File: src/logic/scale_pkg.sv
// Datapath types for the block-floating-point normalizer
// Sample, shift code, shift magnitude, guard and headroom widths
// Clamp limit of the signed shift code

package scale_pkg;

    // Audio sample width in bits
    localparam int SAMPLE_W = 24;

    // Largest shift magnitude in either direction
    localparam int MAX_SHIFT = 15;

    // Two's-complement audio sample
    typedef logic [SAMPLE_W-1:0] sample_t;

    // Signed shift code
    // Top bit set means shift left by the magnitude
    typedef logic [4:0] shift_code_t;

    // Shift magnitude, 0 to 15
    typedef logic [3:0] shift_amt_t;

    // Headroom bits requested for a block, 0 to 7
    typedef logic [2:0] guard_t;

    // Redundant sign bit count of a sample, 0 to 23
    typedef logic [4:0] headroom_t;

endpackage

File: src/logic/block_pkg.sv
// Block geometry and control machine encodings
// Block length, buffer index type, buffer and scaler state enums

package block_pkg;

    // Samples per block
    localparam int BLOCK_LEN = 8;

    // Index width into the block buffer
    localparam int ADDR_W = $clog2(BLOCK_LEN);

    // Buffer address, also the fill and drain position
    typedef logic [ADDR_W-1:0] addr_t;

    // Input side machine
    // FILL          waiting for in_req, block not yet complete
    // WAIT_ACK_LOW  in_ack high, waiting for in_req to drop
    // FULL          block stored, input held off until release
    typedef enum logic [1:0] {
        FILL         = 2'd0,
        WAIT_ACK_LOW = 2'd1,
        FULL         = 2'd2
    } buf_state_t;

    // Output side machine
    // IDLE      waiting for a complete block and its shift code
    // READ      scaled sample being registered
    // REQ_HIGH  out_req high, waiting for out_ack
    // REQ_LOW   out_req low, waiting for out_ack to drop
    typedef enum logic [1:0] {
        IDLE     = 2'd0,
        READ     = 2'd1,
        REQ_HIGH = 2'd2,
        REQ_LOW  = 2'd3
    } out_state_t;

endpackage

File: src/logic/capture_if.sv
// Write broadcast from the block buffer to the headroom detector
// One strobe per accepted sample with block position flags

interface capture_if;

    // One-cycle strobe per accepted sample
    logic                 wr_en;
    scale_pkg::sample_t   wr_sample;
    // First and last sample of the block
    logic                 wr_first;
    logic                 wr_last;
    // Guard of the block, meaningful with wr_first
    scale_pkg::guard_t    wr_guard;

    modport source (
        output wr_en, wr_sample, wr_first, wr_last, wr_guard
    );

    modport sink (
        input wr_en, wr_sample, wr_first, wr_last, wr_guard
    );

endinterface

File: src/logic/scale_if.sv
// Block exchange between buffer, headroom detector and scaler
// Block readiness, read port, shift code and block release

interface scale_if;

    // Buffer side: block stored, and the sample at rd_addr
    logic                 block_full;
    scale_pkg::sample_t   rd_data;

    // Detector side: shift code of the stored block
    scale_pkg::shift_code_t shift_code;
    logic                   shift_valid;

    // Scaler side: read address and end-of-block strobe
    block_pkg::addr_t     rd_addr;
    logic                 block_release;

    modport buffer (
        output block_full, rd_data,
        input  rd_addr, block_release
    );

    modport detector (
        output shift_code, shift_valid,
        input  block_release
    );

    modport scaler (
        input  block_full, rd_data, shift_code, shift_valid,
        output rd_addr, block_release
    );

endinterface

File: src/logic/block_buffer.sv
// Input four-phase handshake and eight-entry sample store
// Fill counter, write broadcast and block full flag

module block_buffer (
    input  logic                clk,
    input  logic                reset,
    input  logic                in_req,
    input  scale_pkg::sample_t  in_sample,
    input  scale_pkg::guard_t   in_guard,
    output logic                in_ack,
    capture_if.source           cap,
    scale_if.buffer             blk
);

    block_pkg::buf_state_t state;
    block_pkg::addr_t      fill_cnt;
    logic                  accept;
    logic                  last_slot;

    // Sample storage, one block
    scale_pkg::sample_t mem [block_pkg::BLOCK_LEN];

    // A request is taken only while filling
    assign accept    = (state == block_pkg::FILL) && in_req;
    assign last_slot = (fill_cnt == block_pkg::addr_t'(block_pkg::BLOCK_LEN - 1));

    // Ack is high for exactly the wait-for-req-low phase
    assign in_ack = (state == block_pkg::WAIT_ACK_LOW);

    // Handshake and fill control
    always_ff @(posedge clk) begin
        if (reset) begin
            state          <= block_pkg::FILL;
            fill_cnt       <= '0;
            blk.block_full <= 1'b0;
        end else begin
            case (state)
                block_pkg::FILL: begin
                    if (accept) begin
                        state    <= block_pkg::WAIT_ACK_LOW;
                        // Wraps to zero after the eighth sample
                        fill_cnt <= fill_cnt + 1'b1;
                        if (last_slot) begin
                            blk.block_full <= 1'b1;
                        end
                    end
                end
                block_pkg::WAIT_ACK_LOW: begin
                    if (!in_req) begin
                        // Release may already have come if the source was slow
                        if (blk.block_full && !blk.block_release) begin
                            state <= block_pkg::FULL;
                        end else begin
                            state <= block_pkg::FILL;
                        end
                    end
                end
                default: begin
                    // Input stays unanswered until the block drains
                    if (blk.block_release) begin
                        state <= block_pkg::FILL;
                    end
                end
            endcase

            if (blk.block_release) begin
                blk.block_full <= 1'b0;
            end
        end
    end

    // Sample memory write
    always_ff @(posedge clk) begin
        if (accept) begin
            mem[fill_cnt] <= in_sample;
        end
    end

    // Broadcast each accepted sample to the detector
    assign cap.wr_en     = accept;
    assign cap.wr_sample = in_sample;
    assign cap.wr_first  = (fill_cnt == '0);
    assign cap.wr_last   = last_slot;
    assign cap.wr_guard  = in_guard;

    // Asynchronous read port for the scaler
    assign blk.rd_data = mem[blk.rd_addr];

endmodule

File: src/logic/headroom_detect.sv
// Block headroom detector
// Minimum redundant sign bit count over a block
// Clamped signed shift code, guard minus headroom

module headroom_detect (
    input  logic       clk,
    input  logic       reset,
    capture_if.sink    cap,
    scale_if.detector  blk
);

    scale_pkg::headroom_t cur_hr;
    scale_pkg::headroom_t min_hr;
    scale_pkg::headroom_t min_next;
    scale_pkg::guard_t    guard_q;
    scale_pkg::guard_t    guard_sel;
    logic signed [6:0]    diff;
    scale_pkg::shift_code_t code_clamped;

    // Count bits below the sign bit that repeat it
    function automatic scale_pkg::headroom_t sign_bits(input scale_pkg::sample_t s);
        scale_pkg::headroom_t cnt;
        logic                 run;
        cnt = '0;
        run = 1'b1;
        for (int i = scale_pkg::SAMPLE_W - 2; i >= 0; i--) begin
            if (run && (s[i] == s[scale_pkg::SAMPLE_W-1])) begin
                cnt = cnt + 1'b1;
            end else begin
                run = 1'b0;
            end
        end
        return cnt;
    endfunction

    assign cur_hr = sign_bits(cap.wr_sample);

    // Running minimum, restarted by the first sample
    assign min_next  = (cap.wr_first || (cur_hr < min_hr)) ? cur_hr : min_hr;
    assign guard_sel = cap.wr_first ? cap.wr_guard : guard_q;

    // Guard minus headroom, range -23 to +7 before the clamp
    assign diff = $signed({4'b0000, guard_sel}) - $signed({2'b00, min_next});

    always_comb begin
        if (diff < -scale_pkg::MAX_SHIFT) begin
            code_clamped = scale_pkg::shift_code_t'(-scale_pkg::MAX_SHIFT);
        end else if (diff > scale_pkg::MAX_SHIFT) begin
            code_clamped = scale_pkg::shift_code_t'(scale_pkg::MAX_SHIFT);
        end else begin
            code_clamped = diff[4:0];
        end
    end

    // Minimum and guard of the block in progress
    always_ff @(posedge clk) begin
        if (cap.wr_en) begin
            min_hr <= min_next;
            if (cap.wr_first) begin
                guard_q <= cap.wr_guard;
            end
        end
    end

    // Shift code held until the scaler releases the block
    always_ff @(posedge clk) begin
        if (reset) begin
            blk.shift_valid <= 1'b0;
        end else if (cap.wr_en && cap.wr_last) begin
            blk.shift_valid <= 1'b1;
        end else if (blk.block_release) begin
            blk.shift_valid <= 1'b0;
        end
    end

    always_ff @(posedge clk) begin
        if (cap.wr_en && cap.wr_last) begin
            blk.shift_code <= code_clamped;
        end
    end

endmodule

File: src/logic/dynamic_scale.sv
// Block scaler with output four-phase handshake
// Signed shift decode, left or arithmetic right shift
// Block read-back sequencing and release strobe

module dynamic_scale (
    input  logic                    clk,
    input  logic                    reset,
    scale_if.scaler                 blk,
    output logic                    out_req,
    output scale_pkg::sample_t      out_sample,
    output scale_pkg::shift_code_t  out_shift,
    input  logic                    out_ack
);

    block_pkg::out_state_t state;
    logic                  shift_left;
    scale_pkg::shift_amt_t shift_amt;
    scale_pkg::sample_t    scaled;
    logic                  last_addr;

    // Sign gives direction, two's complement of the low bits gives magnitude
    assign shift_left = blk.shift_code[4];
    assign shift_amt  = shift_left ? (~blk.shift_code[3:0] + 4'd1) : blk.shift_code[3:0];

    // Right shift keeps the sign of negative samples
    always_comb begin
        if (shift_left) begin
            scaled = blk.rd_data << shift_amt;
        end else begin
            scaled = scale_pkg::sample_t'($signed(blk.rd_data) >>> shift_amt);
        end
    end

    assign last_addr = (blk.rd_addr == block_pkg::addr_t'(block_pkg::BLOCK_LEN - 1));

    // Request is high only while waiting for ack
    assign out_req = (state == block_pkg::REQ_HIGH);

    // Read-back and handshake sequencing
    always_ff @(posedge clk) begin
        if (reset) begin
            state             <= block_pkg::IDLE;
            blk.rd_addr       <= '0;
            blk.block_release <= 1'b0;
        end else begin
            blk.block_release <= 1'b0;
            case (state)
                block_pkg::IDLE: begin
                    // Flags still high during the release cycle itself
                    if (blk.block_full && blk.shift_valid && !blk.block_release) begin
                        state <= block_pkg::READ;
                    end
                end
                block_pkg::READ: begin
                    state <= block_pkg::REQ_HIGH;
                end
                block_pkg::REQ_HIGH: begin
                    if (out_ack) begin
                        state <= block_pkg::REQ_LOW;
                    end
                end
                default: begin
                    // Sink finishes the cycle by dropping ack
                    if (!out_ack) begin
                        blk.rd_addr <= blk.rd_addr + 1'b1;
                        if (last_addr) begin
                            state             <= block_pkg::IDLE;
                            blk.block_release <= 1'b1;
                        end else begin
                            state <= block_pkg::READ;
                        end
                    end
                end
            endcase
        end
    end

    // Output payload, stable from READ until the next read
    always_ff @(posedge clk) begin
        if (state == block_pkg::READ) begin
            out_sample <= scaled;
            out_shift  <= blk.shift_code;
        end
    end

endmodule

File: src/logic/block_scaler_top.sv
// Top level of the block-floating-point normalizer
// Buffer and headroom detector in parallel, scaler on the output side

module block_scaler_top (
    input  logic                    clk,
    input  logic                    reset,
    // Input handshake
    input  logic                    in_req,
    input  scale_pkg::sample_t      in_sample,
    input  scale_pkg::guard_t       in_guard,
    output logic                    in_ack,
    // Output handshake
    output logic                    out_req,
    output scale_pkg::sample_t      out_sample,
    output scale_pkg::shift_code_t  out_shift,
    input  logic                    out_ack
);

    // Sample writes seen by the detector
    capture_if cap_bus ();

    // Block state shared by all three blocks
    scale_if scl_bus ();

    // Stores the block and runs the input handshake
    block_buffer u_block_buffer (
        .clk       (clk),
        .reset     (reset),
        .in_req    (in_req),
        .in_sample (in_sample),
        .in_guard  (in_guard),
        .in_ack    (in_ack),
        .cap       (cap_bus.source),
        .blk       (scl_bus.buffer)
    );

    // Finds the common headroom while the block fills
    headroom_detect u_headroom_detect (
        .clk   (clk),
        .reset (reset),
        .cap   (cap_bus.sink),
        .blk   (scl_bus.detector)
    );

    // Reads the block back and scales it
    dynamic_scale u_dynamic_scale (
        .clk        (clk),
        .reset      (reset),
        .blk        (scl_bus.scaler),
        .out_req    (out_req),
        .out_sample (out_sample),
        .out_shift  (out_shift),
        .out_ack    (out_ack)
    );

endmodule

File: config.mk
export PLATFORM = sky130hd
export DESIGN_NAME = block_scaler_top
export DESIGN_NICKNAME = d
export VERILOG_FILES = /design/src/logic/scale_pkg.sv /design/src/logic/block_pkg.sv /design/src/logic/capture_if.sv /design/src/logic/scale_if.sv /design/src/logic/block_buffer.sv /design/src/logic/headroom_detect.sv /design/src/logic/dynamic_scale.sv /design/src/logic/block_scaler_top.sv
export SDC_FILE = /design/constraint.sdc
export NUM_CORES = 1
export LEC_CHECK = 0
export BUFFER_PORTS_ARGS = -buffer_cell sky130_fd_sc_hd__clkbuf_2
export CORE_ASPECT_RATIO = 1.75
export CORE_MARGIN = 1.5
export CORE_UTILIZATION = 40
export DETAILED_ROUTE_END_ITERATION = 7
export GPL_ROUTABILITY_DRIVEN = 0
export PLACE_DENSITY_LB_ADDON = 0.12
export REMOVE_ABC_BUFFERS = 1
export SLEW_MARGIN = 20
export SYNTH_ARGS = -nofsm -noshare
export SYNTH_HDL_FRONTEND = slang
export SYNTH_HIERARCHICAL = 1
export SYNTH_SLANG_ARGS = --single-unit
File: constraint.sdc
create_clock -name clk -period 23.3 [get_ports clk]
set_input_delay 2.33 -clock clk [delete_from_list [all_inputs] [get_ports clk]]
set_output_delay 2.33 -clock clk [all_outputs]
set_load 0.01 [all_outputs]
==> flow_summary_export.csv <==
group,metric,value,unit
critical_path,worstPathArrival,16.19,ns
drt,dr_total_vias,10500,
timing,holdWs,0.493,ns
clock_network,clkTransAtPathRegs,0.07,ns
drt,dr_wl_met2,22500,um
timing,drv_slew,0,
clock_network,max-clock-path-buffers,3,
critical_path,reg2reg_from,"u_headroom_detect/min_hr[2]",
clock_network,clockRootBuffer,"clkbuf_16",
logic_synthesis,synthCells,1284,
logic_synthesis,synth_edf_count,234,
logic_synthesis,yosysSeqAreaShare,46.8,%
critical_path,critPathLaunchType,"input port",
grt,antenna_found_initial,0,
clock_network,cts_hold_buf,0,
drt,wl_met1,14300,um
timing,worstMarginPinSlew,1.06,ns
critical_path,r2r_cells,18,
clock_network,htreeDepth,1,
logic_synthesis,synth_area_per_cell,12.1,um^2
logic_synthesis,syn_area,15600,um^2
timing,setup_violations,0,
drt,wl,39300,um
finish,drive_above_1_share,22.3,%
logic_synthesis,yosys_warnings,6,
drt,avgRoutedWirePerCell,21.7,um
grt,grt_pass1_vias,10800,
logic_synthesis,synth.ff_latch_count,247,
clock_network,tritoncts,"built",
logic_synthesis,async_reset_ff_share,0,%
clock_network,postCtsSetupRepairBufs,0,
timing,fmax,62.7,MHz
finish,multi_input_area,7630,um^2
drt,first_iter_violations,620,
pwr,power_density,56.9,nW/um^2
timing,timing.final.crit_period,15.94,ns
logic_synthesis,synthDistinctLibCells,96,
critical_path,worstSetupPathType,"in2reg",
outcome,status,"complete, no violations",
floorplanning,std_cell_rows,95,
clock_network,clkSinkCount,247,
critical_path,crit_top_cell,"ha_1",
critical_path,cp_max_fo,50,
placed_design,dp_slack,6.77,ns
critical_path,cp.depth,66,
placed_design,io_buffers,61,
min_path,worstHoldPathType,"reg2reg",
critical_path,critPathBufInv,2,
finish,utilization,44.0,%
placed_design,dpl.hpwl,28000,um
drt,drc,0,
min_path,min_path_cells,2,
finish,syn2layout_area_growth,8.29,%
floorplanning,die_w,152,um
clock_network,insertion_delay,0.52,ns
timing,relSlewSlack,29.1,%
placed_design,dpl_cell_area,16200,um^2
critical_path,crit_path_max_incr_delay,0.79,ns
drt,vias_per_cell,5.81,
drt,drt_pass1_iterations,4,
timing,fin_ws,7.36,ns
floorplanning,die-area,40200,um^2
drt,route.met3.wl,1120,um
critical_path,critPathTopFamily,"compound AO/OA/AOI/OAI gates",
timing,skew,0.0105,ns
clock_network,ctsResizeCount,0,
floorplanning,die_h,264,um
job,max_cap_violations,0,
floorplanning,start_util,40.6,%
timing,final_hold_viol_count,0,
timing,fin_crit_sh,68.4,%
finish,nets,1375,
timing,rsz0062_at_grt,"no",
drt,final_antenna_net_count,0,
logic_synthesis,synth_ff_type,"edfxtp_1",
grt,grt_pass1_wl,61600,um
grt,grt_use_total,19.6,%
floorplanning,core_region_area,38400,um^2
clock_network,numCtsBuffers,22,
floorplanning,pin_count,62,
pwr,p_leak,5.90,nW
critical_path,r2r_setup_slack,19.26,ns
pwr,ir_drop,42.9,uV
finish,final_area,16900,um^2
drt,top_layer,"met4",
timing,setup_tns,0,ns
critical_path,cp-end-kind,"register",
finish,nFillCells,3541,
finish,insertedDiodeCount,0,
grt,gr-total-overflow,0,
critical_path,crit_required,23.55,ns
grt,grt_max_degree,57,
finish,register_area,7290,um^2
critical_path,startpoint,"in_sample[23]",
critical_path,critPathSlowestCell,"o21bai_1",
min_path,hp-start,"u_headroom_detect/blk.shift_valid",
-- cell type report --
type / count / share of cell area (%)
tap: 485 / 3.60
inverter: 48 / 1.07
multi-input combinational: 903 / 45.2
sequential: 247 / 43.2
clock inverter: 12 / 0.519
clock buffer: 28 / 3.64
timing repair buffer: 83 / 2.79
-- sequential cells by signal, summed over array words and instances, names as in the netlist, 2 cells and up --
signal / cells
u_headroom_detect/guard_q: 3
u_dynamic_scale/out_shift: 5
u_dynamic_scale/out_sample: 24
u_dynamic_scale/state: 2
u_dynamic_scale/blk.rd_addr: 3
u_headroom_detect/blk.shift_code: 5
u_headroom_detect/min_hr: 5
u_block_buffer/fill_cnt: 3
u_block_buffer/state: 2
u_block_buffer/mem: 192
-- layer usage --
metal | GRT usage (%) | up-vias
met2 | 39.9 | 238
li1 | - | 4985
met3 | 1.76 | 70
met1 | 20.0 | 5203
met4 | 7.69 | 0
met5 | 0 | -
-- cells in the final DEF (no fill, tap or decap), types with 22 or more instances in the layout --
master / count
mux4_2: 70
edfxtp_1: 234
a21oi_1: 56
xnor2_1: 26
nor3_1: 30
ha_1: 38
inv_1: 46
o21ai_0: 50
nand2_1: 111
clkbuf_16: 23
mux2_2: 45
mux2i_1: 77
clkbuf_2: 61
buf_4: 22
nor2_1: 75
nand3_1: 32
-- metrics by stage --
| step | cells | total power, mW |
|---|---|---|
| 6_report | 1806 | 0.961 |
| 2_1_floorplan | 1198 | 0.577 |
| 3_5_place_dp | 1766 | 0.614 |
| 5_1_grt | 1806 | 1.00 |
| 4_1_cts | 1806 | 0.971 |
| 3_3_place_gp | 1766 | 0.612 |
-- cells in the mapped netlist (5+ instances only) --
master / instances / area (um^2)
or2_2: 9 / 56.3
clkbuf_1: 26 / 97.6
nor4_1: 10 / 62.6
nand3_1: 32 / 160
a211oi_1: 11 / 82.6
buf_2: 17 / 85.1
dfxtp_1: 13 / 260
nand2_1: 111 / 417
a21oi_1: 56 / 280
mux2i_1: 78 / 781
o31ai_1: 5 / 37.5
o211ai_1: 13 / 97.6
and2_1: 14 / 87.6
nand4_1: 9 / 56.3
nor2_1: 78 / 293
nor2b_1: 8 / 50.1
xor2_1: 14 / 123
buf_4: 34 / 255
o21ai_0: 50 / 250
inv_1: 46 / 173
nor3_1: 34 / 170
a31oi_1: 10 / 62.6
mux4_2: 70 / 1580
mux2_4: 12 / 180
a221o_1: 5 / 50.1
mux2_2: 45 / 507
edfxtp_1: 234 / 7030
o21a_1: 8 / 60.1
o22ai_1: 10 / 62.6
or3_1: 15 / 93.8
and3_1: 10 / 62.6
a21o_1: 7 / 52.6
ha_1: 38 / 475
a32oi_1: 6 / 52.6
xnor2_1: 26 / 228
nand2b_1: 12 / 75.1
-- report_power, final --
part	switching, mW	total [mW]	internal (mW)
Clock	0.158	0.357	0.198
Sequential	0.00251	0.497	0.494
Combinational	0.0660	0.107	0.0411
Total	0.227	0.961	0.734
-- cells by family after synthesis --
| family | Yosys count | synth area share [%] |
|---|---|---|
| XOR/XNOR | 49 | 3.43 |
| flip-flops | 247 | 46.8 |
| AND/OR/NAND/NOR | 373 | 12.1 |
| adder cells (fa/ha/maj) | 41 | 3.31 |
| AO/OA/AOI/OAI | 234 | 10.2 |
| multiplexers | 206 | 19.7 |
| buffers and inverters | 134 | 4.61 |
-- final timing paths --
kind / end
max: u_headroom_detect/blk.shift_code[0]
min: u_headroom_detect/blk.shift_valid
max reg2reg: u_headroom_detect/blk.shift_code[0]
min reg2reg: u_headroom_detect/blk.shift_valid
-- worst min-delay path, cell delays in order (launching register included) --
cell and delay [ns]:
dfxtp_1 0.33, a21oi_1 0.06, nor2_1 0.07
(Power assumes the default switching activity.)
